<file path="src/logic/sparse_params.svh">
`ifndef SPARSE_PARAMS_SVH
`define SPARSE_PARAMS_SVH

// ======================================================================
// engine sizes
// ======================================================================

// lanes per block
`define BLOCK_DEPTH     4

// signed activation / weight width
`define DATA_WIDTH      8

// processing elements
`define NUM_PE          2

// block index, up to 16 blocks
`define BLK_ADDR_WIDTH  4

// 16 blocks x 4 lanes of 16-bit products
`define PSUM_WIDTH      24

// apb byte address
`define APB_ADDR_WIDTH  10

`endif

</file>
<file path="src/logic/sparse_pkg.sv">
`default_nettype none

package sparse_pkg;

    // ==================================================================
    // block controller states
    // ==================================================================
    typedef enum logic [2:0] {
        IDLE,
        FETCH,
        WAIT_DATA,
        COMPUTE,
        DONE
    } ctrl_state_t;

    // ==================================================================
    // word offsets inside the control region
    // ==================================================================
    typedef enum logic [2:0] {
        NUM_BLK = 3'd0,
        START   = 3'd1,
        STATUS  = 3'd2,
        PSUM0   = 3'd3,
        PSUM1   = 3'd4
    } reg_offset_t;

endpackage

`default_nettype wire

</file>
<file path="src/logic/fetch_if.sv">
`timescale 1ns/100ps
`default_nettype none
`include "sparse_params.svh"

interface fetch_if #(
    parameter int N_LANES = `BLOCK_DEPTH
);

    // request side, from block controller
    logic                            req;
    logic [`BLK_ADDR_WIDTH-1:0]      blk;

    // fetched block, from distributor
    logic                            rdy;
    logic [N_LANES*`DATA_WIDTH-1:0]  data;
    logic [N_LANES-1:0]              flag;

    modport ctrl    (output req, blk, input rdy);
    modport fetcher (input req, blk, output rdy, data, flag);
    modport sink    (input data, flag);

endinterface

`default_nettype wire

</file>
<file path="src/logic/dual_port_ram.sv">
`timescale 1ns/100ps
`default_nettype none

module dual_port_ram #(
    parameter int WIDTH      = 32,
    parameter int DEPTH_BITS = 4
) (
    input  wire                  clk,
    input  wire                  we,
    input  wire [DEPTH_BITS-1:0] waddr,
    input  wire [WIDTH-1:0]      wdata,
    input  wire                  re,
    input  wire [DEPTH_BITS-1:0] raddr,
    output logic [WIDTH-1:0]     rdata
);

    // global buffer storage
    logic [WIDTH-1:0] mem [0:(1 << DEPTH_BITS) - 1];

    // host write port
    always_ff @(posedge clk) begin
        if (we) begin
            mem[waddr] <= wdata;
        end
    end

    // read data shows up the cycle after re
    always_ff @(posedge clk) begin
        if (re) begin
            rdata <= mem[raddr];
        end
    end

endmodule

`default_nettype wire

</file>
<file path="src/logic/apb_regfile.sv">
`timescale 1ns/100ps
`default_nettype none
`include "sparse_params.svh"

module apb_regfile (
    input  wire                                 clk,
    input  wire                                 rst_n,
    input  wire                                 psel,
    input  wire                                 penable,
    input  wire                                 pwrite,
    input  wire [`APB_ADDR_WIDTH-1:0]           paddr,
    input  wire [31:0]                          pwdata,
    output logic [31:0]                         prdata,
    output logic                                pready,
    output logic                                pslverr,
    output logic                                act_we,
    output logic                                act_flag_we,
    output logic                                wei_we,
    output logic                                wei_flag_we,
    output logic [`BLK_ADDR_WIDTH:0]            wr_addr,
    output logic [31:0]                         wr_data,
    output logic [`BLK_ADDR_WIDTH-1:0]          num_blk,
    output logic                                start,
    input  wire                                 busy,
    input  wire                                 done,
    input  wire [`NUM_PE*`PSUM_WIDTH-1:0]       psum
);
    import sparse_pkg::*;

    logic [2:0]                 region;
    logic [`BLK_ADDR_WIDTH:0]   word;
    reg_offset_t                offs;
    logic                       access;
    logic                       mapped;
    logic                       err;
    logic                       wr_ok;
    logic                       ctl_wr;

    // ==================================================================
    // address decode
    // ==================================================================
    // region in bits 9:7, word in bits 6:2
    assign region = paddr[9:7];
    assign word   = paddr[6:2];
    assign offs   = reg_offset_t'(word[2:0]);
    assign access = psel & penable;

    always_comb begin
        case (region)
            // one word per block
            3'd0, 3'd1: mapped = (word < (1 << `BLK_ADDR_WIDTH));
            // two words per block, whole region used
            3'd2, 3'd3: mapped = 1'b1;
            // control words 0..4 only
            3'd4:       mapped = (word[4:3] == 2'b00) && (offs <= PSUM1);
            default:    mapped = 1'b0;
        endcase
    end

    // buffers are write-only, nothing changes under a running block loop
    assign err     = !mapped || (!pwrite && region < 3'd4) || (pwrite && busy);
    assign pslverr = access & err;
    assign pready  = 1'b1;

    // refused writes go nowhere
    assign wr_ok  = access & pwrite & !err;
    assign ctl_wr = wr_ok & (region == 3'd4);

    // ==================================================================
    // buffer write strobes
    // ==================================================================
    assign act_we      = wr_ok & (region == 3'd0);
    assign act_flag_we = wr_ok & (region == 3'd1);
    assign wei_we      = wr_ok & (region == 3'd2);
    assign wei_flag_we = wr_ok & (region == 3'd3);
    assign wr_addr     = word;
    assign wr_data     = pwdata;

    // ==================================================================
    // control registers
    // ==================================================================
    always_ff @(posedge clk or negedge rst_n) begin
        if (!rst_n) begin
            num_blk <= '0;
            start   <= 1'b0;
        end else begin
            // single pulse per accepted start write
            start <= ctl_wr && (offs == START) && pwdata[0];
            if (ctl_wr && (offs == NUM_BLK)) begin
                num_blk <= pwdata[`BLK_ADDR_WIDTH-1:0];
            end
        end
    end

    // read mux, psums sign-extended to 32 bits
    always_comb begin
        prdata = '0;
        if (region == 3'd4) begin
            case (offs)
                NUM_BLK: prdata = {{(32-`BLK_ADDR_WIDTH){1'b0}}, num_blk};
                STATUS:  prdata = {30'd0, done, busy};
                PSUM0:   prdata = {{(32-`PSUM_WIDTH){psum[`PSUM_WIDTH-1]}},
                                   psum[`PSUM_WIDTH-1:0]};
                PSUM1:   prdata = {{(32-`PSUM_WIDTH){psum[2*`PSUM_WIDTH-1]}},
                                   psum[2*`PSUM_WIDTH-1:`PSUM_WIDTH]};
                default: prdata = '0;
            endcase
        end
    end

endmodule

`default_nettype wire

</file>
<file path="src/logic/act_distributor.sv">
`timescale 1ns/100ps
`default_nettype none
`include "sparse_params.svh"

module act_distributor (
    input  wire                                 clk,
    input  wire                                 rst_n,
    fetch_if.fetcher                            fch,
    output logic                                ram_re,
    output logic [`BLK_ADDR_WIDTH-1:0]          ram_raddr,
    input  wire [`BLOCK_DEPTH*`DATA_WIDTH-1:0]  ram_data,
    input  wire [`BLOCK_DEPTH-1:0]              ram_flag
);

    // ram output valid this cycle
    logic rd_pend;

    // word and flag share the block address
    assign ram_re    = fch.req;
    assign ram_raddr = fch.blk;

    always_ff @(posedge clk or negedge rst_n) begin
        if (!rst_n) begin
            rd_pend <= 1'b0;
            fch.rdy <= 1'b0;
        end else begin
            rd_pend <= fch.req;
            // drop on a new request, raise once captured
            if (fch.req) begin
                fch.rdy <= 1'b0;
            end else if (rd_pend) begin
                fch.rdy <= 1'b1;
            end
        end
    end

    // hold lanes until next fetch
    always_ff @(posedge clk) begin
        if (rd_pend) begin
            fch.data <= ram_data;
            fch.flag <= ram_flag;
        end
    end

endmodule

`default_nettype wire

</file>
<file path="src/logic/wei_distributor.sv">
`timescale 1ns/100ps
`default_nettype none
`include "sparse_params.svh"

module wei_distributor (
    input  wire                                 clk,
    input  wire                                 rst_n,
    fetch_if.fetcher                            fch,
    output logic                                ram_re,
    output logic [`BLK_ADDR_WIDTH:0]            ram_raddr,
    input  wire [`BLOCK_DEPTH*`DATA_WIDTH-1:0]  ram_data,
    input  wire [`BLOCK_DEPTH-1:0]              ram_flag
);

    localparam int WORD = `BLOCK_DEPTH * `DATA_WIDTH;

    // beat 1 reads pe1 and captures pe0, beat 2 captures pe1
    logic [1:0]                 beat;
    logic [`BLK_ADDR_WIDTH-1:0] blk_q;

    // pe0 word in the req cycle, pe1 word right after
    assign ram_re    = fch.req | (beat == 2'd1);
    assign ram_raddr = fch.req ? {fch.blk, 1'b0} : {blk_q, 1'b1};

    always_ff @(posedge clk or negedge rst_n) begin
        if (!rst_n) begin
            beat    <= 2'd0;
            blk_q   <= '0;
            fch.rdy <= 1'b0;
        end else begin
            if (fch.req) begin
                beat    <= 2'd1;
                blk_q   <= fch.blk;
                fch.rdy <= 1'b0;
            end else if (beat == 2'd1) begin
                beat <= 2'd2;
            end else if (beat == 2'd2) begin
                beat    <= 2'd0;
                fch.rdy <= 1'b1;
            end
        end
    end

    // pe0 in the low lanes, pe1 in the high lanes
    always_ff @(posedge clk) begin
        if (beat == 2'd1) begin
            fch.data[WORD-1:0]         <= ram_data;
            fch.flag[`BLOCK_DEPTH-1:0] <= ram_flag;
        end else if (beat == 2'd2) begin
            fch.data[2*WORD-1:WORD]                   <= ram_data;
            fch.flag[2*`BLOCK_DEPTH-1:`BLOCK_DEPTH]   <= ram_flag;
        end
    end

endmodule

`default_nettype wire

</file>
<file path="src/logic/block_ctrl.sv">
`timescale 1ns/100ps
`default_nettype none
`include "sparse_params.svh"

module block_ctrl (
    input  wire                         clk,
    input  wire                         rst_n,
    input  wire                         start,
    input  wire [`BLK_ADDR_WIDTH-1:0]   num_blk,
    fetch_if.ctrl                       act_f,
    fetch_if.ctrl                       wei_f,
    output logic                        mac_en,
    output logic                        clear_acc,
    output logic                        busy,
    output logic                        done
);
    import sparse_pkg::*;

    ctrl_state_t                state;
    ctrl_state_t                state_nxt;
    logic [`BLK_ADDR_WIDTH-1:0] blk_cnt;
    logic [`BLK_ADDR_WIDTH-1:0] last_blk;
    logic                       last;

    // zero blocks runs as one
    assign last_blk = (num_blk == '0) ? '0 : num_blk - 1'b1;
    assign last     = (blk_cnt == last_blk);

    // ==================================================================
    // next state
    // ==================================================================
    always_comb begin
        state_nxt = state;
        case (state)
            IDLE, DONE: begin
                if (start) begin
                    state_nxt = FETCH;
                end
            end
            FETCH:     state_nxt = WAIT_DATA;
            // both distributors must have the block
            WAIT_DATA: begin
                if (act_f.rdy && wei_f.rdy) begin
                    state_nxt = COMPUTE;
                end
            end
            COMPUTE:   state_nxt = last ? DONE : FETCH;
            default:   state_nxt = IDLE;
        endcase
    end

    always_ff @(posedge clk or negedge rst_n) begin
        if (!rst_n) begin
            state   <= IDLE;
            blk_cnt <= '0;
        end else begin
            state <= state_nxt;
            // wraps to 0 after the last block, ready for the next run
            if (state == COMPUTE) begin
                blk_cnt <= last ? '0 : blk_cnt + 1'b1;
            end
        end
    end

    // ==================================================================
    // outputs
    // ==================================================================
    assign act_f.req = (state == FETCH);
    assign wei_f.req = (state == FETCH);
    assign act_f.blk = blk_cnt;
    assign wei_f.blk = blk_cnt;

    // first block loads the accumulators
    assign mac_en    = (state == COMPUTE);
    assign clear_acc = mac_en && (blk_cnt == '0);
    assign busy      = (state == FETCH) || (state == WAIT_DATA) || (state == COMPUTE);
    assign done      = (state == DONE);

endmodule

`default_nettype wire

</file>
<file path="src/logic/sparse_pe_array.sv">
`timescale 1ns/100ps
`default_nettype none
`include "sparse_params.svh"

module sparse_pe_array (
    input  wire                                 clk,
    input  wire                                 rst_n,
    fetch_if.sink                               act_s,
    fetch_if.sink                               wei_s,
    input  wire                                 mac_en,
    input  wire                                 clear_acc,
    output logic [`NUM_PE*`PSUM_WIDTH-1:0]      psum
);

    genvar p;

    generate
        for (p = 0; p < `NUM_PE; p++) begin : g_pe
            logic signed [`PSUM_WIDTH-1:0] lane_sum;
            logic signed [`PSUM_WIDTH-1:0] acc;

            // only lanes with both flags set contribute
            always_comb begin
                lane_sum = '0;
                for (int l = 0; l < `BLOCK_DEPTH; l++) begin
                    if (act_s.flag[l] && wei_s.flag[p*`BLOCK_DEPTH+l]) begin
                        lane_sum = lane_sum
                            + $signed(act_s.data[l*`DATA_WIDTH +: `DATA_WIDTH])
                            * $signed(wei_s.data[(p*`BLOCK_DEPTH+l)*`DATA_WIDTH +: `DATA_WIDTH]);
                    end
                end
            end

            // load on block 0, else accumulate
            always_ff @(posedge clk or negedge rst_n) begin
                if (!rst_n) begin
                    acc <= '0;
                end else if (mac_en) begin
                    acc <= clear_acc ? lane_sum : acc + lane_sum;
                end
            end

            assign psum[p*`PSUM_WIDTH +: `PSUM_WIDTH] = acc;
        end
    endgenerate

endmodule

`default_nettype wire

</file>
<file path="src/logic/sparse_engine_top.sv">
`timescale 1ns/100ps
`default_nettype none
`include "sparse_params.svh"

module sparse_engine_top (
    input  wire                         clk,
    input  wire                         rst_n,
    input  wire                         psel,
    input  wire                         penable,
    input  wire                         pwrite,
    input  wire [`APB_ADDR_WIDTH-1:0]   paddr,
    input  wire [31:0]                  pwdata,
    output logic [31:0]                 prdata,
    output logic                        pready,
    output logic                        pslverr
);

    localparam int WORD = `BLOCK_DEPTH * `DATA_WIDTH;

    // host write side
    logic                           act_we;
    logic                           act_flag_we;
    logic                           wei_we;
    logic                           wei_flag_we;
    logic [`BLK_ADDR_WIDTH:0]       wr_addr;
    logic [31:0]                    wr_data;
    logic [`BLK_ADDR_WIDTH-1:0]     num_blk;
    logic                           start;

    // distributor read side
    logic                           act_re;
    logic [`BLK_ADDR_WIDTH-1:0]     act_raddr;
    logic [WORD-1:0]                act_rdata;
    logic [`BLOCK_DEPTH-1:0]        act_rflag;
    logic                           wei_re;
    logic [`BLK_ADDR_WIDTH:0]       wei_raddr;
    logic [WORD-1:0]                wei_rdata;
    logic [`BLOCK_DEPTH-1:0]        wei_rflag;

    // controller and pe array
    logic                           mac_en;
    logic                           clear_acc;
    logic                           busy;
    logic                           done;
    logic [`NUM_PE*`PSUM_WIDTH-1:0] psum;

    fetch_if #(.N_LANES(`BLOCK_DEPTH))         act_f ();
    fetch_if #(.N_LANES(`NUM_PE*`BLOCK_DEPTH)) wei_f ();

    // ==================================================================
    // host interface
    // ==================================================================
    apb_regfile apb_regfile_inst (
        .clk         (clk),
        .rst_n       (rst_n),
        .psel        (psel),
        .penable     (penable),
        .pwrite      (pwrite),
        .paddr       (paddr),
        .pwdata      (pwdata),
        .prdata      (prdata),
        .pready      (pready),
        .pslverr     (pslverr),
        .act_we      (act_we),
        .act_flag_we (act_flag_we),
        .wei_we      (wei_we),
        .wei_flag_we (wei_flag_we),
        .wr_addr     (wr_addr),
        .wr_data     (wr_data),
        .num_blk     (num_blk),
        .start       (start),
        .busy        (busy),
        .done        (done),
        .psum        (psum)
    );

    // ==================================================================
    // global buffers
    // ==================================================================
    // activations, one word per block
    dual_port_ram #(.WIDTH(WORD), .DEPTH_BITS(`BLK_ADDR_WIDTH)) act_ram_inst (
        .clk   (clk),
        .we    (act_we),
        .waddr (wr_addr[`BLK_ADDR_WIDTH-1:0]),
        .wdata (wr_data),
        .re    (act_re),
        .raddr (act_raddr),
        .rdata (act_rdata)
    );

    dual_port_ram #(.WIDTH(`BLOCK_DEPTH), .DEPTH_BITS(`BLK_ADDR_WIDTH)) act_flag_ram_inst (
        .clk   (clk),
        .we    (act_flag_we),
        .waddr (wr_addr[`BLK_ADDR_WIDTH-1:0]),
        .wdata (wr_data[`BLOCK_DEPTH-1:0]),
        .re    (act_re),
        .raddr (act_raddr),
        .rdata (act_rflag)
    );

    // weights, two words per block
    dual_port_ram #(.WIDTH(WORD), .DEPTH_BITS(`BLK_ADDR_WIDTH+1)) wei_ram_inst (
        .clk   (clk),
        .we    (wei_we),
        .waddr (wr_addr),
        .wdata (wr_data),
        .re    (wei_re),
        .raddr (wei_raddr),
        .rdata (wei_rdata)
    );

    dual_port_ram #(.WIDTH(`BLOCK_DEPTH), .DEPTH_BITS(`BLK_ADDR_WIDTH+1)) wei_flag_ram_inst (
        .clk   (clk),
        .we    (wei_flag_we),
        .waddr (wr_addr),
        .wdata (wr_data[`BLOCK_DEPTH-1:0]),
        .re    (wei_re),
        .raddr (wei_raddr),
        .rdata (wei_rflag)
    );

    // ==================================================================
    // datapath
    // ==================================================================
    act_distributor act_distributor_inst (
        .clk       (clk),
        .rst_n     (rst_n),
        .fch       (act_f.fetcher),
        .ram_re    (act_re),
        .ram_raddr (act_raddr),
        .ram_data  (act_rdata),
        .ram_flag  (act_rflag)
    );

    wei_distributor wei_distributor_inst (
        .clk       (clk),
        .rst_n     (rst_n),
        .fch       (wei_f.fetcher),
        .ram_re    (wei_re),
        .ram_raddr (wei_raddr),
        .ram_data  (wei_rdata),
        .ram_flag  (wei_rflag)
    );

    block_ctrl block_ctrl_inst (
        .clk       (clk),
        .rst_n     (rst_n),
        .start     (start),
        .num_blk   (num_blk),
        .act_f     (act_f.ctrl),
        .wei_f     (wei_f.ctrl),
        .mac_en    (mac_en),
        .clear_acc (clear_acc),
        .busy      (busy),
        .done      (done)
    );

    sparse_pe_array sparse_pe_array_inst (
        .clk       (clk),
        .rst_n     (rst_n),
        .act_s     (act_f.sink),
        .wei_s     (wei_f.sink),
        .mac_en    (mac_en),
        .clear_acc (clear_acc),
        .psum      (psum)
    );

endmodule

`default_nettype wire

</file>
<file path="config.mk">
export PLATFORM = sky130hd
export DESIGN_NAME = sparse_engine_top
export DESIGN_NICKNAME = d
export VERILOG_FILES = /design/src/logic/sparse_pkg.sv /design/src/logic/fetch_if.sv /design/src/logic/dual_port_ram.sv /design/src/logic/apb_regfile.sv /design/src/logic/act_distributor.sv /design/src/logic/wei_distributor.sv /design/src/logic/block_ctrl.sv /design/src/logic/sparse_pe_array.sv /design/src/logic/sparse_engine_top.sv
export VERILOG_INCLUDE_DIRS = /design/src /design/src/logic
export SDC_FILE = /design/constraint.sdc
export NUM_CORES = 2
export LEC_CHECK = 0
export BUFFER_PORTS_ARGS = -buffer_cell sky130_fd_sc_hd__buf_4
export CORE_MARGIN = 1
export CORE_UTILIZATION = 58
export DETAILED_ROUTE_END_ITERATION = 12
export HOLD_SLACK_MARGIN = 0.1
export PLACE_DENSITY = 0.77
export SYNTH_ARGS = -nofsm -noshare
export SYNTH_HDL_FRONTEND = slang
export SYNTH_HIERARCHICAL = 1
export SYNTH_SLANG_ARGS = --single-unit
</file>
<file path="constraint.sdc">
create_clock -name clk -period 14.2 [get_ports clk]
set_input_delay 4.26 -clock clk [delete_from_list [all_inputs] [get_ports clk]]
set_output_delay 4.26 -clock clk [all_outputs]
set_load 0.02 [all_outputs]
</file>
==> results.yml <==
critical_path:
  crit_arrival_ns: 15.62
  type_of_element_capturing_the_critical_path: "flop"
  startpoint_type_of_the_worst_setup_path: "flop"
  worst_stage_delay_on_the_critical_path_ns: 0.57
  cpMaxStageDelayCell: "sky130_fd_sc_hd__fa_1"
  timing.reg2reg.setup_slack_ns: -0.77
  critical_path.top_delay_family: "adder cells"
  count_of_buffering_cells_on_the_critical_path_with_inverters_included: 10
  crit_top_cell: "sky130_fd_sc_hd__fa_1"
  criticalPathCategory: "flop to flop"
  critical_path_required_ns: 14.85
  critical_path.max_fanout: 8
detailed_routing:
  wl_per_cell_um: 25.3
  antenna_violating_nets_post_route: 0
  drcViolationCount: 0
  post_drt_via_cell_ratio: 6.13
  dr_total_vias: 66900
  first_iter_violations: 6728
  detail_route.first_pass.iterations: 6
  detail_route.wirelength_um: 276000
pwr:
  report.power.total_w: 0.0116
  power.clock.fraction: 0.428
  power.switching_w: 0.00237
  p_int_w: 0.00920
  p_sw_frac: 0.205
  seq_power_share: 0.552
  power.ir.vdd_worst_mv: 0.149
  share_comb_of_total_power: 0.020
  leakage_nw: 49.8
  power-per-cell-area_nw_per_um2: 93.5
floorplanning:
  dieWidth_um: 432
  die_height_um: 432
  row_count: 157
  placeableCoreArea_um2: 183000
  fp.dieArea_um2: 187000
  io_pins: 81
  initial_utilization: 0.585
logic_synthesis:
  synth.top_cells.by_area: "sky130_fd_sc_hd__edfxtp_1 53%, sky130_fd_sc_hd__fa_1 11%, sky130_fd_sc_hd__mux2i_1 5.0%"
  synth_top_cell_by_area: "sky130_fd_sc_hd__edfxtp_1"
  synth.yosys.seq_area_share: 0.549
  syn-instance-count: 7638
  mappedNetlistNets: 8713
  share_of_async_settable_or_async_resettable_flops_after_synthesis: 0.0349
  syn-cell-area_um2: 107000
  post-synth-top-area-fraction: 0.533
  synth.yosys.warnings: 6
  synthMostInstantiatedCell: "sky130_fd_sc_hd__edfxtp_1"
  synth.distinct_cells: 100
  synth-edff-count: 1908
  postSynth.topFlopCell: "sky130_fd_sc_hd__edfxtp_1"
  synth_area_per_inst_um2: 14.1
  yosys_register_bits: 1977
  synth.top_cells.by_count: "1,908 x sky130_fd_sc_hd__edfxtp_1, 743 x sky130_fd_sc_hd__inv_1, 616 x sky130_fd_sc_hd__fa_1, 535 x sky130_fd_sc_hd__mux2i_1, 438 x sky130_fd_sc_hd__nand2_1"
outcome:
  outcome: "complete, but fails checks"
  failing_checks: "negative setup slack"
global_route:
  first_global_vias: 70300
  largest_net_degree_at_the_start_of_global_routing: 123
  globalRouteOverflowTotal: 0
  number_of_antenna_violations_at_the_first_check_in_global_routing: 14
  groute.usage.overall: 0.295
  grt_first_pass_wirelength_um: 414000
cells_and_area:
  finalInstanceArea_um2: 124000
  fillCellCount: 12000
  area_delta_synth_final_pct: 15.3
  footprint_of_the_multi_input_gates_um2: 46600
  final_layout_size_suffix_gt1_frac: 0.207
  ff_latch_area_um2: 59000
  finalNetCount: 9375
clock_network:
  cts_max_level: 4
  ctsRootBufferMaster: "sky130_fd_sc_hd__clkbuf_16"
  clock_insertion_delay_worst_skew_ns: 0.84
  max_buffers_root_to_sink: 3
  path_clk_slew_ns: 0.06
  cts.hold.buffers_added: 0
  cts_tree: "done"
  number_of_buffers_added_by_the_clock_tree_synthesis_step: 188
  cts_sinks: 1977
sta:
  fin_crit_sh: 1.05
  final_max_slew_viol_count: 0
  max_slew_headroom_at_the_worst_pin: 0.139
  timing.final.crit_period_ns: 14.97
  skew_ns: 0.0555
  unrepaired_setup_endpoints_after_global_routing: "yes"
  finalSetupViolations: 18
  hold_violations: 0
  maxClockFrequency_ghz: 0.0668
  postLayoutSetupSlackWorst_ns: -0.766
  timing_worst_slew_pin_value_ns: 1.26
run:
  number_of_violations_of_the_max_capacitance_limit: 0
hold_path:
  min-delay-path-class: "flop to flop"
place:
  dp.final_hpwl_um: 167000
  port_buffers: 77
  area_after_dpl_um2: 114000
  routabilityCongestion: 0.920
## through the flow
stage	hold WS (ns)	setup TNS [ns]	cells	setup slack, ns	util
final	0.422	-6.94	10900	-0.766	0.675
after detailed placement	0.407	-12.74	10400	-1.22	0.622
after CTS	0.422	-2.44	10900	-0.454	0.668
after global routing	0.426	-17.63	10900	-1.20	0.675
after floorplan	0.400	-0.0306	7638	-0.0306	-
after global placement	0.407	-9.66	10400	-0.928	0.622
## what timing repair did
item / 4_1_cts / 5_1_grt
gates resized for setup: 313 / 173
setup endpoints to repair: 19 / 27
endpoints found under the hold margin: 0 / 0
setup buffers: 113 / 36
gates cloned: 1 / 0
pin swaps: 197 / 139
## layout make-up
cell class	count	area share
Timing Repair Buffer	817	0.0510
Tap cell	2464	0.0249
Clock inverter	103	0.00822
Sequential cell	1977	0.477
Multi-Input combinational cell	4572	0.376
Inverter	744	0.0226
Clock buffer	242	0.0402
Antenna cell	3	0.0000606
## power groups by stage
stage,Clock (W),Sequential (W),Combinational (W)
after floorplan,0,0.00651,0.000110
after global placement,0,0.00651,0.000193
after detailed placement,0,0.00651,0.000205
after CTS,0.00497,0.00639,0.000220
after global routing,0.00517,0.00638,0.000247
final,0.00495,0.00639,0.000234
## flip-flops by register name (all words and copies together), names as in the netlist
signal and count:
wei_ram_inst/mem 1024, act_ram_inst/mem 512, wei_flag_ram_inst/mem 128, act_flag_ram_inst/mem 64, wei_distributor_inst/fch.data 64, sparse_pe_array_inst/g_pe.acc 48, act_distributor_inst/fch.data 32, act_ram_inst/rdata 32
wei_ram_inst/rdata 32, wei_distributor_inst/fch.flag 8, act_distributor_inst/fch.flag 4, act_flag_ram_inst/rdata 4, apb_regfile_inst/num_blk 4, block_ctrl_inst/act_f.blk 4, wei_distributor_inst/blk_q 4, wei_flag_ram_inst/rdata 4
block_ctrl_inst/state 3, wei_distributor_inst/beat 2, act_distributor_inst/fch.rdy 1, act_distributor_inst/rd_pend 1, apb_regfile_inst/start 1, wei_distributor_inst/fch.rdy 1
## cell families after synthesis
logic type	Yosys count	synth area share
flip-flops	1977	0.549
AND/OR/NAND/NOR	1555	0.0716
buffers and inverters	1089	0.0438
AO/OA/AOI/OAI	1047	0.0642
adder cells (fa/ha/maj)	1028	0.163
multiplexers	753	0.0926
XOR/XNOR	188	0.0155
other	1	0.0000349
## final timing paths
check | startpoint | cells past startpoint | end
worst max register to register | act_distributor_inst/fch.data[2] | 61 | sparse_pe_array_inst/g_pe[0].acc[23]
worst max-delay path | act_distributor_inst/fch.data[2] | 61 | sparse_pe_array_inst/g_pe[0].acc[23]
worst min register to register | act_flag_ram_inst/rdata[1] | 0 | act_distributor_inst/fch.flag[1]
min in group asynchronous | rst_n | 1 | sparse_pe_array_inst/g_pe[0].acc[20]
max in group asynchronous | rst_n | 2 | block_ctrl_inst/act_f.blk[0]
worst min-delay path | act_flag_ram_inst/rdata[1] | 0 | act_distributor_inst/fch.flag[1]
## worst reg2reg max path, delay by kind of cell, from the launching register on
family          cells  cell delay, ns
xor+xnor            3            0.41
simple gates       14            2.39
compound gates     14            2.37
buf+inv            10            1.04
flops               1            0.38
mux                 1            0.15
fa+ha+maj          19            8.05
## layer usage
| layer | wire (µm) | GRT usage | part of all wire | up-vias |
|---|---|---|---|---|
| li1 | - | - | - | 28900 |
| met3 | 23300 | 0.0507 | 0.085 | 690 |
| met5 | 96 | 0 | 0.00035 | - |
| met1 | 103000 | 0.378 | 0.37 | 33900 |
| met2 | 137000 | 0.499 | 0.50 | 3444 |
| met4 | 11700 | 0.122 | 0.042 | 14 |
## cells in the final DEF (no fill, tap or decap), types with 70 or more instances in the layout
master / count
sky130_fd_sc_hd__edfxtp_1: 1908
sky130_fd_sc_hd__buf_4: 784
sky130_fd_sc_hd__inv_1: 712
sky130_fd_sc_hd__fa_1: 606
sky130_fd_sc_hd__mux2i_1: 533
sky130_fd_sc_hd__nand2_1: 424
sky130_fd_sc_hd__ha_1: 325
sky130_fd_sc_hd__and2_1: 305
sky130_fd_sc_hd__nor2_1: 269
sky130_fd_sc_hd__a21oi_1: 253
sky130_fd_sc_hd__a22oi_1: 191
sky130_fd_sc_hd__clkbuf_16: 191
sky130_fd_sc_hd__mux4_2: 170
sky130_fd_sc_hd__nand3_1: 129
sky130_fd_sc_hd__xnor2_1: 119
sky130_fd_sc_hd__o21ai_0: 98
sky130_fd_sc_hd__ha_4: 81
sky130_fd_sc_hd__nand2b_1: 70
(Power assumes the default switching activity.)
